$ cat src/logic/drum_event_pkg.sv
package drum_event_pkg;

    // Quadrant of the normalized yaw, 90 degrees each
    typedef logic [1:0] zone_t;

    // Drum code as sent to the sound module
    typedef logic [3:0] drum_code_t;

    localparam drum_code_t CODE_SNARE      = 4'd0;
    localparam drum_code_t CODE_HI_TOM     = 4'd1;
    localparam drum_code_t CODE_KICK       = 4'd2; // Only from the kick button
    localparam drum_code_t CODE_FLOOR_TOM  = 4'd3;
    localparam drum_code_t CODE_CRASH      = 4'd4;
    localparam drum_code_t CODE_RIDE       = 4'd5;
    localparam drum_code_t CODE_HAT_OPEN   = 4'd6;
    localparam drum_code_t CODE_HAT_CLOSED = 4'd7;

    // One classified stick hit, as stored in the event FIFO
    typedef struct packed {
        zone_t      zone; // Kept for debug and event tracing
        drum_code_t code;
    } hit_event_t;

endpackage

$ cat src/logic/drum_geom_pkg.sv
package drum_geom_pkg;

    // Binary angle, -32768..32767 covers -180..+180 degrees
    // Wrap-around is plain 16-bit overflow
    typedef logic signed [15:0] angle_t;

    // Gyro rate in raw sensor counts
    typedef logic signed [15:0] rate_t;

    // Orientation sample from the sensor fusion output
    typedef struct packed {
        angle_t yaw;   // Heading, rebased after calibration
        angle_t pitch; // Stick elevation
    } orient_t;

    // Gyro sample, only the two axes the trigger logic looks at
    typedef struct packed {
        rate_t rate_y; // Swing axis, strongly negative on a downstroke
        rate_t rate_z; // Twist axis, sign picks open or closed hat
    } gyro_t;

    // Strike fires below this y-rate
    localparam rate_t STRIKE_THRESH_DEF = -16'sd2500;

    // Detector re-arms above this y-rate
    localparam rate_t REARM_THRESH_DEF = 16'sd0;

    // About 22.5 degrees of pitch counts as "up"
    localparam angle_t PITCH_UP_DEF = 16'sd4096;

endpackage

$ cat src/logic/drum_trigger_top.sv
module drum_trigger_top #(
    parameter drum_geom_pkg::rate_t  STRIKE_THRESH = drum_geom_pkg::STRIKE_THRESH_DEF,
    parameter drum_geom_pkg::rate_t  REARM_THRESH  = drum_geom_pkg::REARM_THRESH_DEF,
    parameter drum_geom_pkg::angle_t PITCH_UP      = drum_geom_pkg::PITCH_UP_DEF,
    parameter int                    FIFO_DEPTH    = 4
) (
    input  logic                       clk,
    input  logic                       rst_n,
    // Sensor side
    input  logic                       orient_valid,
    input  drum_geom_pkg::orient_t     orient,
    input  logic                       gyro_valid,
    input  drum_geom_pkg::gyro_t       gyro,
    // Buttons, one-cycle pulses
    input  logic                       calibrate_pulse,
    input  logic                       kick_pulse,
    // Sound module side
    output logic                       trigger_valid,
    output drum_event_pkg::drum_code_t trigger_code,
    output logic                       event_dropped
);
    import drum_geom_pkg::*;
    import drum_event_pkg::*;

    logic       norm_valid;
    orient_t    norm_orient; // Yaw relative to the calibrated zero
    logic       strike;
    logic       push;
    hit_event_t push_event;
    hit_event_t head;
    logic       not_empty;
    logic       pop;

    yaw_normalizer u_yaw_normalizer (
        .clk             (clk),
        .rst_n           (rst_n),
        .orient_valid    (orient_valid),
        .orient          (orient),
        .calibrate_pulse (calibrate_pulse),
        .norm_valid      (norm_valid),
        .norm_orient     (norm_orient)
    );

    strike_detector #(
        .STRIKE_THRESH (STRIKE_THRESH),
        .REARM_THRESH  (REARM_THRESH)
    ) u_strike_detector (
        .clk        (clk),
        .rst_n      (rst_n),
        .gyro_valid (gyro_valid),
        .rate_y     (gyro.rate_y),
        .strike     (strike)
    );

    // Producer, turns a strike into a hit event
    hit_classifier #(
        .PITCH_UP (PITCH_UP)
    ) u_hit_classifier (
        .clk         (clk),
        .rst_n       (rst_n),
        .norm_valid  (norm_valid),
        .norm_orient (norm_orient),
        .strike      (strike),
        .rate_z      (gyro.rate_z), // Realigned to the strike inside
        .push        (push),
        .push_event  (push_event)
    );

    // Buffer, absorbs hits while kicks hold the output
    event_fifo #(
        .FIFO_DEPTH (FIFO_DEPTH)
    ) u_event_fifo (
        .clk           (clk),
        .rst_n         (rst_n),
        .push          (push),
        .push_event    (push_event),
        .pop           (pop),
        .head          (head),
        .not_empty     (not_empty),
        .event_dropped (event_dropped)
    );

    // Consumer
    trigger_arbiter u_trigger_arbiter (
        .clk           (clk),
        .rst_n         (rst_n),
        .kick_pulse    (kick_pulse),
        .not_empty     (not_empty),
        .head          (head),
        .pop           (pop),
        .trigger_valid (trigger_valid),
        .trigger_code  (trigger_code)
    );

endmodule

$ cat src/logic/event_fifo.sv
module event_fifo #(
    parameter int FIFO_DEPTH = 4 // Power of two, at least 2
) (
    input  logic                       clk,
    input  logic                       rst_n,
    input  logic                       push,          // Write strobe
    input  drum_event_pkg::hit_event_t push_event,
    input  logic                       pop,           // Read strobe, head is consumed
    output drum_event_pkg::hit_event_t head,          // Show-ahead output
    output logic                       not_empty,
    output logic                       event_dropped  // Sticky overflow flag
);
    import drum_event_pkg::*;

    localparam int AW = $clog2(FIFO_DEPTH);
    localparam logic [AW:0] FULL_COUNT = FIFO_DEPTH[AW:0];

    hit_event_t    mem [FIFO_DEPTH]; // Event storage
    logic [AW-1:0] wr_ptr;
    logic [AW-1:0] rd_ptr;
    logic [AW:0]   count;            // Occupancy, one bit wider than the pointers
    logic          full;
    logic          do_push;
    logic          do_pop;

    assign full      = (count == FULL_COUNT);
    assign not_empty = (count != '0);
    assign do_push   = push & ~full;      // Full FIFO discards, even with a pop
    assign do_pop    = pop & not_empty;

    // Pointers, count and drop flag
    always_ff @(posedge clk or negedge rst_n) begin
        if (!rst_n) begin
            wr_ptr        <= '0;
            rd_ptr        <= '0;
            count         <= '0;
            event_dropped <= 1'b0;
        end else begin
            if (do_push) wr_ptr <= wr_ptr + 1'b1; // Pointers wrap at depth
            if (do_pop) rd_ptr <= rd_ptr + 1'b1;
            case ({do_push, do_pop})
                2'b10:   count <= count + 1'b1;
                2'b01:   count <= count - 1'b1;
                default: count <= count; // Both or neither, level unchanged
            endcase
            if (push && full) begin
                event_dropped <= 1'b1; // Cleared by reset only
            end
        end
    end

    // Storage write
    always_ff @(posedge clk) begin
        if (do_push) begin
            mem[wr_ptr] <= push_event;
        end
    end

    assign head = mem[rd_ptr]; // Visible the cycle after its push

    // The arbiter must look at not_empty before popping
    assert property (@(posedge clk) disable iff (!rst_n)
        pop |-> not_empty)
        else $error("pop from an empty event FIFO");

    assert property (@(posedge clk) disable iff (!rst_n)
        count <= FULL_COUNT)
        else $error("event FIFO count above depth");

endmodule

$ cat src/logic/hit_classifier.sv
module hit_classifier #(
    parameter drum_geom_pkg::angle_t PITCH_UP = drum_geom_pkg::PITCH_UP_DEF
) (
    input  logic                        clk,
    input  logic                        rst_n,
    input  logic                        norm_valid,  // Rebased orientation strobe
    input  drum_geom_pkg::orient_t      norm_orient,
    input  logic                        strike,      // One cycle after the gyro sample
    input  drum_geom_pkg::rate_t        rate_z,      // Live gyro z-rate
    output logic                        push,        // FIFO write strobe
    output drum_event_pkg::hit_event_t  push_event
);
    import drum_geom_pkg::*;
    import drum_event_pkg::*;

    orient_t    held_orient; // Latest stick orientation
    rate_t      rate_z_q;    // z-rate of the sample that raised strike
    zone_t      zone;
    logic       pitch_up;
    logic       hat_open;
    drum_code_t code;

    // Orientation is sticky, zero until the first sample
    always_ff @(posedge clk or negedge rst_n) begin
        if (!rst_n) begin
            held_orient <= '0;
        end else if (norm_valid) begin
            held_orient <= norm_orient;
        end
    end

    // strike lags its gyro sample by one cycle, so one stage realigns rate_z
    always_ff @(posedge clk) begin
        rate_z_q <= rate_z;
    end

    assign zone     = held_orient.yaw[15:14];     // Top two bits give the quadrant
    assign pitch_up = (held_orient.pitch >= PITCH_UP);
    assign hat_open = ~rate_z_q[15];              // Sign bit clear, rate_z >= 0

    // Drum map
    always_comb begin
        case (zone)
            2'd0:    code = pitch_up ? CODE_CRASH : CODE_SNARE;
            2'd1:    code = pitch_up ? CODE_RIDE : CODE_HI_TOM;
            2'd2:    code = CODE_FLOOR_TOM;            // Pitch ignored
            default: code = hat_open ? CODE_HAT_OPEN : CODE_HAT_CLOSED;
        endcase
    end

    // Push strobe
    always_ff @(posedge clk or negedge rst_n) begin
        if (!rst_n) begin
            push <= 1'b0;
        end else begin
            push <= strike;
        end
    end

    // Event payload, meaningful only with push
    always_ff @(posedge clk) begin
        if (strike) begin
            push_event.zone <= zone;
            push_event.code <= code;
        end
    end

    // Kick comes only from the button path
    assert property (@(posedge clk) disable iff (!rst_n)
        push |-> (push_event.code != CODE_KICK))
        else $error("classifier pushed a kick code");

endmodule

$ cat src/logic/strike_detector.sv
module strike_detector #(
    parameter drum_geom_pkg::rate_t STRIKE_THRESH = drum_geom_pkg::STRIKE_THRESH_DEF,
    parameter drum_geom_pkg::rate_t REARM_THRESH  = drum_geom_pkg::REARM_THRESH_DEF
) (
    input  logic                 clk,
    input  logic                 rst_n,
    input  logic                 gyro_valid, // Gyro sample strobe
    input  drum_geom_pkg::rate_t rate_y,     // Swing axis rate
    output logic                 strike      // One cycle per downward swing
);

    // ARMED waits for a downstroke, STRUCK waits for the stick to come back up
    typedef enum logic {
        ARMED,
        STRUCK
    } state_t;

    state_t state;

    always_ff @(posedge clk or negedge rst_n) begin
        if (!rst_n) begin
            state  <= ARMED;
            strike <= 1'b0;
        end else begin
            strike <= 1'b0; // Pulse by default
            if (gyro_valid) begin
                case (state)
                    ARMED: begin
                        if (rate_y < STRIKE_THRESH) begin
                            state  <= STRUCK;
                            strike <= 1'b1;
                        end
                    end
                    STRUCK: begin
                        // Gap between the two thresholds is the hysteresis band
                        if (rate_y > REARM_THRESH) begin
                            state <= ARMED;
                        end
                    end
                    default: state <= ARMED;
                endcase
            end
        end
    end

    // One strike per swing, never a held level
    assert property (@(posedge clk) disable iff (!rst_n)
        strike |=> !strike)
        else $error("strike held high for two cycles");

endmodule

$ cat src/logic/trigger_arbiter.sv
module trigger_arbiter (
    input  logic                       clk,
    input  logic                       rst_n,
    input  logic                       kick_pulse,    // Kick button
    input  logic                       not_empty,     // FIFO has a hit waiting
    input  drum_event_pkg::hit_event_t head,
    output logic                       pop,
    output logic                       trigger_valid,
    output drum_event_pkg::drum_code_t trigger_code   // Valid with trigger_valid only
);
    import drum_event_pkg::*;

    // Kick wins the slot, a waiting hit stays at the head for a later cycle
    assign pop = ~kick_pulse & not_empty;

    // Trigger strobe
    always_ff @(posedge clk or negedge rst_n) begin
        if (!rst_n) begin
            trigger_valid <= 1'b0;
        end else begin
            trigger_valid <= kick_pulse | not_empty; // At most one trigger per cycle
        end
    end

    // Trigger code
    always_ff @(posedge clk) begin
        if (kick_pulse) begin
            trigger_code <= CODE_KICK;
        end else if (not_empty) begin
            trigger_code <= head.code;
        end
    end

endmodule

$ cat src/logic/yaw_normalizer.sv
module yaw_normalizer (
    input  logic                   clk,
    input  logic                   rst_n,
    input  logic                   orient_valid,    // Orientation sample strobe
    input  drum_geom_pkg::orient_t orient,
    input  logic                   calibrate_pulse, // Button, sets yaw zero
    output logic                   norm_valid,
    output drum_geom_pkg::orient_t norm_orient      // Valid with norm_valid only
);
    import drum_geom_pkg::*;

    angle_t yaw_offset;  // Yaw that maps to zero
    logic   cal_pending; // Button seen between samples
    logic   cal_now;     // Calibrate on this sample

    // A pending request is served by the next orientation sample
    assign cal_now = calibrate_pulse | cal_pending;

    // Control state
    always_ff @(posedge clk or negedge rst_n) begin
        if (!rst_n) begin
            yaw_offset  <= '0; // No rebasing until first calibration
            cal_pending <= 1'b0;
            norm_valid  <= 1'b0;
        end else begin
            norm_valid <= orient_valid;
            if (orient_valid) begin
                if (cal_now) begin
                    yaw_offset  <= orient.yaw;
                    cal_pending <= 1'b0;
                end
            end else if (calibrate_pulse) begin
                cal_pending <= 1'b1; // Hold until a sample arrives
            end
        end
    end

    // Output payload
    always_ff @(posedge clk) begin
        if (orient_valid) begin
            // Calibration sample itself reads as straight ahead
            // Subtraction wraps mod 2^16, same as angle wrap
            norm_orient.yaw   <= cal_now ? angle_t'(0) : angle_t'(orient.yaw - yaw_offset);
            norm_orient.pitch <= orient.pitch; // Pitch is not rebased
        end
    end

endmodule

$ cat config.mk
export PLATFORM = sky130hd
export DESIGN_NAME = drum_trigger_top
export DESIGN_NICKNAME = d
export VERILOG_FILES = /design/src/logic/drum_event_pkg.sv /design/src/logic/drum_geom_pkg.sv /design/src/logic/drum_trigger_top.sv /design/src/logic/event_fifo.sv /design/src/logic/hit_classifier.sv /design/src/logic/strike_detector.sv /design/src/logic/trigger_arbiter.sv /design/src/logic/yaw_normalizer.sv
export SDC_FILE = /design/constraint.sdc
export NUM_CORES = 1
export LEC_CHECK = 0
export BUFFER_PORTS_ARGS = -buffer_cell sky130_fd_sc_hd__buf_2
export CORE_MARGIN = 1.5
export CORE_UTILIZATION = 59
export CTS_BUF_LIST = sky130_fd_sc_hd__clkbuf_2 sky130_fd_sc_hd__clkbuf_4 sky130_fd_sc_hd__clkbuf_8
export CTS_CLUSTER_DIAMETER = 60
export DETAILED_ROUTE_END_ITERATION = 10
export GPL_ROUTABILITY_DRIVEN = 1
export PLACE_DENSITY = 0.82
export SLEW_MARGIN = 20
export SYNTH_ARGS = -nofsm -noshare
export SYNTH_HDL_FRONTEND = slang
export SYNTH_HIERARCHICAL = 1
export SYNTH_SLANG_ARGS = --single-unit
$ cat constraint.sdc
create_clock -name clk -period 2.4 [get_ports clk]
set_input_delay 0.24 -clock clk [delete_from_list [all_inputs] [get_ports clk]]
set_output_delay 0.24 -clock clk [all_outputs]
set_load 0.005 [all_outputs]
==> results.md <==
- Slew margin rel.: 45.5%
- Via/cell ratio: 5.21
- Nets@finish: 395
- Clock Skew: 7.59 ps
- Final Hold Fails: 1
- Initial antenna violation count: 0
- Hold buffer count at CTS: 0
- Commonest non-fill, non-tap cell in the layout: buf_2
- Leakage: 0.00170 uW
- # DRC: 0
- Boundary Pins: 76
- Number of global-route vias before repair: 1989
- Reg2reg start: u_event_fifo/count[1]$_DFFE_PN0P_
- Clock sink count: 66
- Core area: 5240 um2
- P_sw: 965 uW
- R2R Path End: u_event_fifo/count[2]$_DFFE_PN0P_
- Worst path required time: 2610 ps
- Post-synthesis cell area: 3280 um2
- Die width: 77.5 um
- Final total power: 3400 uW
- Clk buf depth: 2
- Tcrit/Tclk final: 89.9%
- Clock latency on the worst-skew pair: 330 ps
- Clk pwr share: 29.5%
- Finished Cell Area: 3730 um2
- Largest net degree at the start of global routing: 37
- Drt wl/cell: 13.6 um
- Pwr dens: 910 nW/um2
- Post-CTS resize count: 0
- Commonest cells after routing, fill and taps aside: 48 x buf_2, 36 x dfrtp_1, 25 x edfxtp_1
- Maximum VDD drop: 0.532 mV
- Fin. max-slew vios: 0
- Arrival @ worst endpoint: 2370 ps
- Area Growth Syn to Fin: 13.9%
- PortBufs: 48
- Sw frac: 28.4%
- Row count: 26
- RSZ-0062 raised after global routing: no
- Via count: 1960
- Final wirelength: 5100 um
- Placed inst area: 3520 um2
- Layout cells sized above 1: 35.9%
- Number of fill cells: 363
- Worst-path clk slew: 70 ps
- Combinational Power Share: 24.8%
- First-pass GRT wire length: 8780 um
- RePlAce Congestion: 0.812
- Critical path type: register to register
- Setup TNS: 0 ps
- CTS buffer count: 9
- # diodes: 0
- Status: finished with violations
- FMAX: 463 MHz
- Synth Instances: 252
- Part of the power in registers: 45.6%
- DPL Wire Length: 3780 um
- Violated checks: hold timing
- Post-CTS Setup Bufs: 0
- Number of max-cap violations: 0
- Die Y-Extent: 77.5 um
- Post-DRT Antenna Nets: 0
- Internal power: 2430 uW
- Mapped Avg Cell Area: 13.0 um2
- CTS H-tree lvls: 3
- Crit Path Max Fanout: 4
- Grt total ovfl: 0
- Yosys warnings: 6
- CTS tree: built
- CTS Root Cell: clkbuf_8
- Initial Utilization: 62.6%
- Minimum clock period: 2160 ps
- CP Capture Type: register
- Nature of the critical path startpoint: register
- Worst Hold Class: primary input to async pin
- Final Setup Violations: 0
- All-Layer GR Usage: 19.1%
- Final hold slack: -1.59 ps
- DRT iter0 DRCs: 123
- Die area: 6010 um2
- Worst Reg-to-Reg Cells: 9
- Least-Margin Pin Slew: 818 ps
- R2R setup slack: 240 ps
- Pre-antenna DRT Iters: 6
- Net Count, Synth: 346
## worst max-delay path by stage
stage | start | cells past startpoint | slack, ps | to
floorplan | u_event_fifo/count[1]$_DFFE_PN0P_ | 10 | 270 | u_event_fifo/count[2]$_DFFE_PN0P_
global placement | u_event_fifo/count[0]$_DFFE_PN0P_ | 9 | 330 | u_event_fifo/count[2]$_DFFE_PN0P_
detailed placement | u_event_fifo/count[1]$_DFFE_PN0P_ | 9 | 250 | u_event_fifo/count[2]$_DFFE_PN0P_
CTS | u_event_fifo/count[1]$_DFFE_PN0P_ | 9 | 230 | u_event_fifo/count[2]$_DFFE_PN0P_
global route | u_event_fifo/count[2]$_DFFE_PN0P_ | 9 | 100 | u_event_fifo/count[2]$_DFFE_PN0P_
finish | u_event_fifo/count[1]$_DFFE_PN0P_ | 9 | 240 | u_event_fifo/count[2]$_DFFE_PN0P_
## worst max-delay path, cell delays in order (launching register included)
cell and delay (ps):
dfrtp_1 430, or3_2 500, nor2b_1 140, o31a_2 140, ha_1 220, inv_1 80, fa_1 190, xor2_1 140
nor2_1 60, xor2_1 140
## area by class of cell
class,count,area [um2],area share (%)
clock buffers,11,139,3.72
inverters,24,90.1,2.41
clock inverters,5,78.8,2.11
well taps,70,87.6,2.35
multi-input cells,151,1340,35.9
repair buffers,49,248,6.64
flip-flops and latches,66,1750,46.9
## state kept, by name, indices dropped and copies added, names as in the netlist
register	flops
u_yaw_normalizer/yaw_offset	16
u_hit_classifier/push	1
u_hit_classifier/held_orient	6
u_hit_classifier/rate_z_q	1
u_trigger_arbiter/trigger_code	4
u_event_fifo/mem	16
u_trigger_arbiter/trigger_valid	1
u_event_fifo/rd_ptr	2
u_yaw_normalizer/cal_pending	1
u_hit_classifier/push_event	3
u_event_fifo/wr_ptr	2
u_yaw_normalizer/norm_orient	6
u_yaw_normalizer/norm_valid	1
u_event_fifo/event_dropped	1
u_strike_detector/state	1
u_strike_detector/strike	1
u_event_fifo/count	3
## power by group through the flow
stage               Clock (uW)  Combinational [uW]  Sequential, uW
floorplan                    0                 717            1500
global placement             0                 806            1550
detailed placement           0                 849            1580
CTS                       1030                 855            1550
global route              1080                 960            1580
finish                    1000                 844            1550
## per-stage QoR
stage                     setup WS [ps]  cells  util [%]
final                               242    376      71.3
after global routing                102    376      71.3
after CTS                           230    376      71.3
after detailed placement            253    360      67.1
after global placement              329    360      67.1
after floorplan                     269    252         -
## layer usage
metal	GRT usage [%]	share of wire (%)
met1	23.0	44
met2	32.6	51
met3	6.24	4.5
met4	6.00	1.0
met5	0	0
Power figures use the tool's default switching activity.
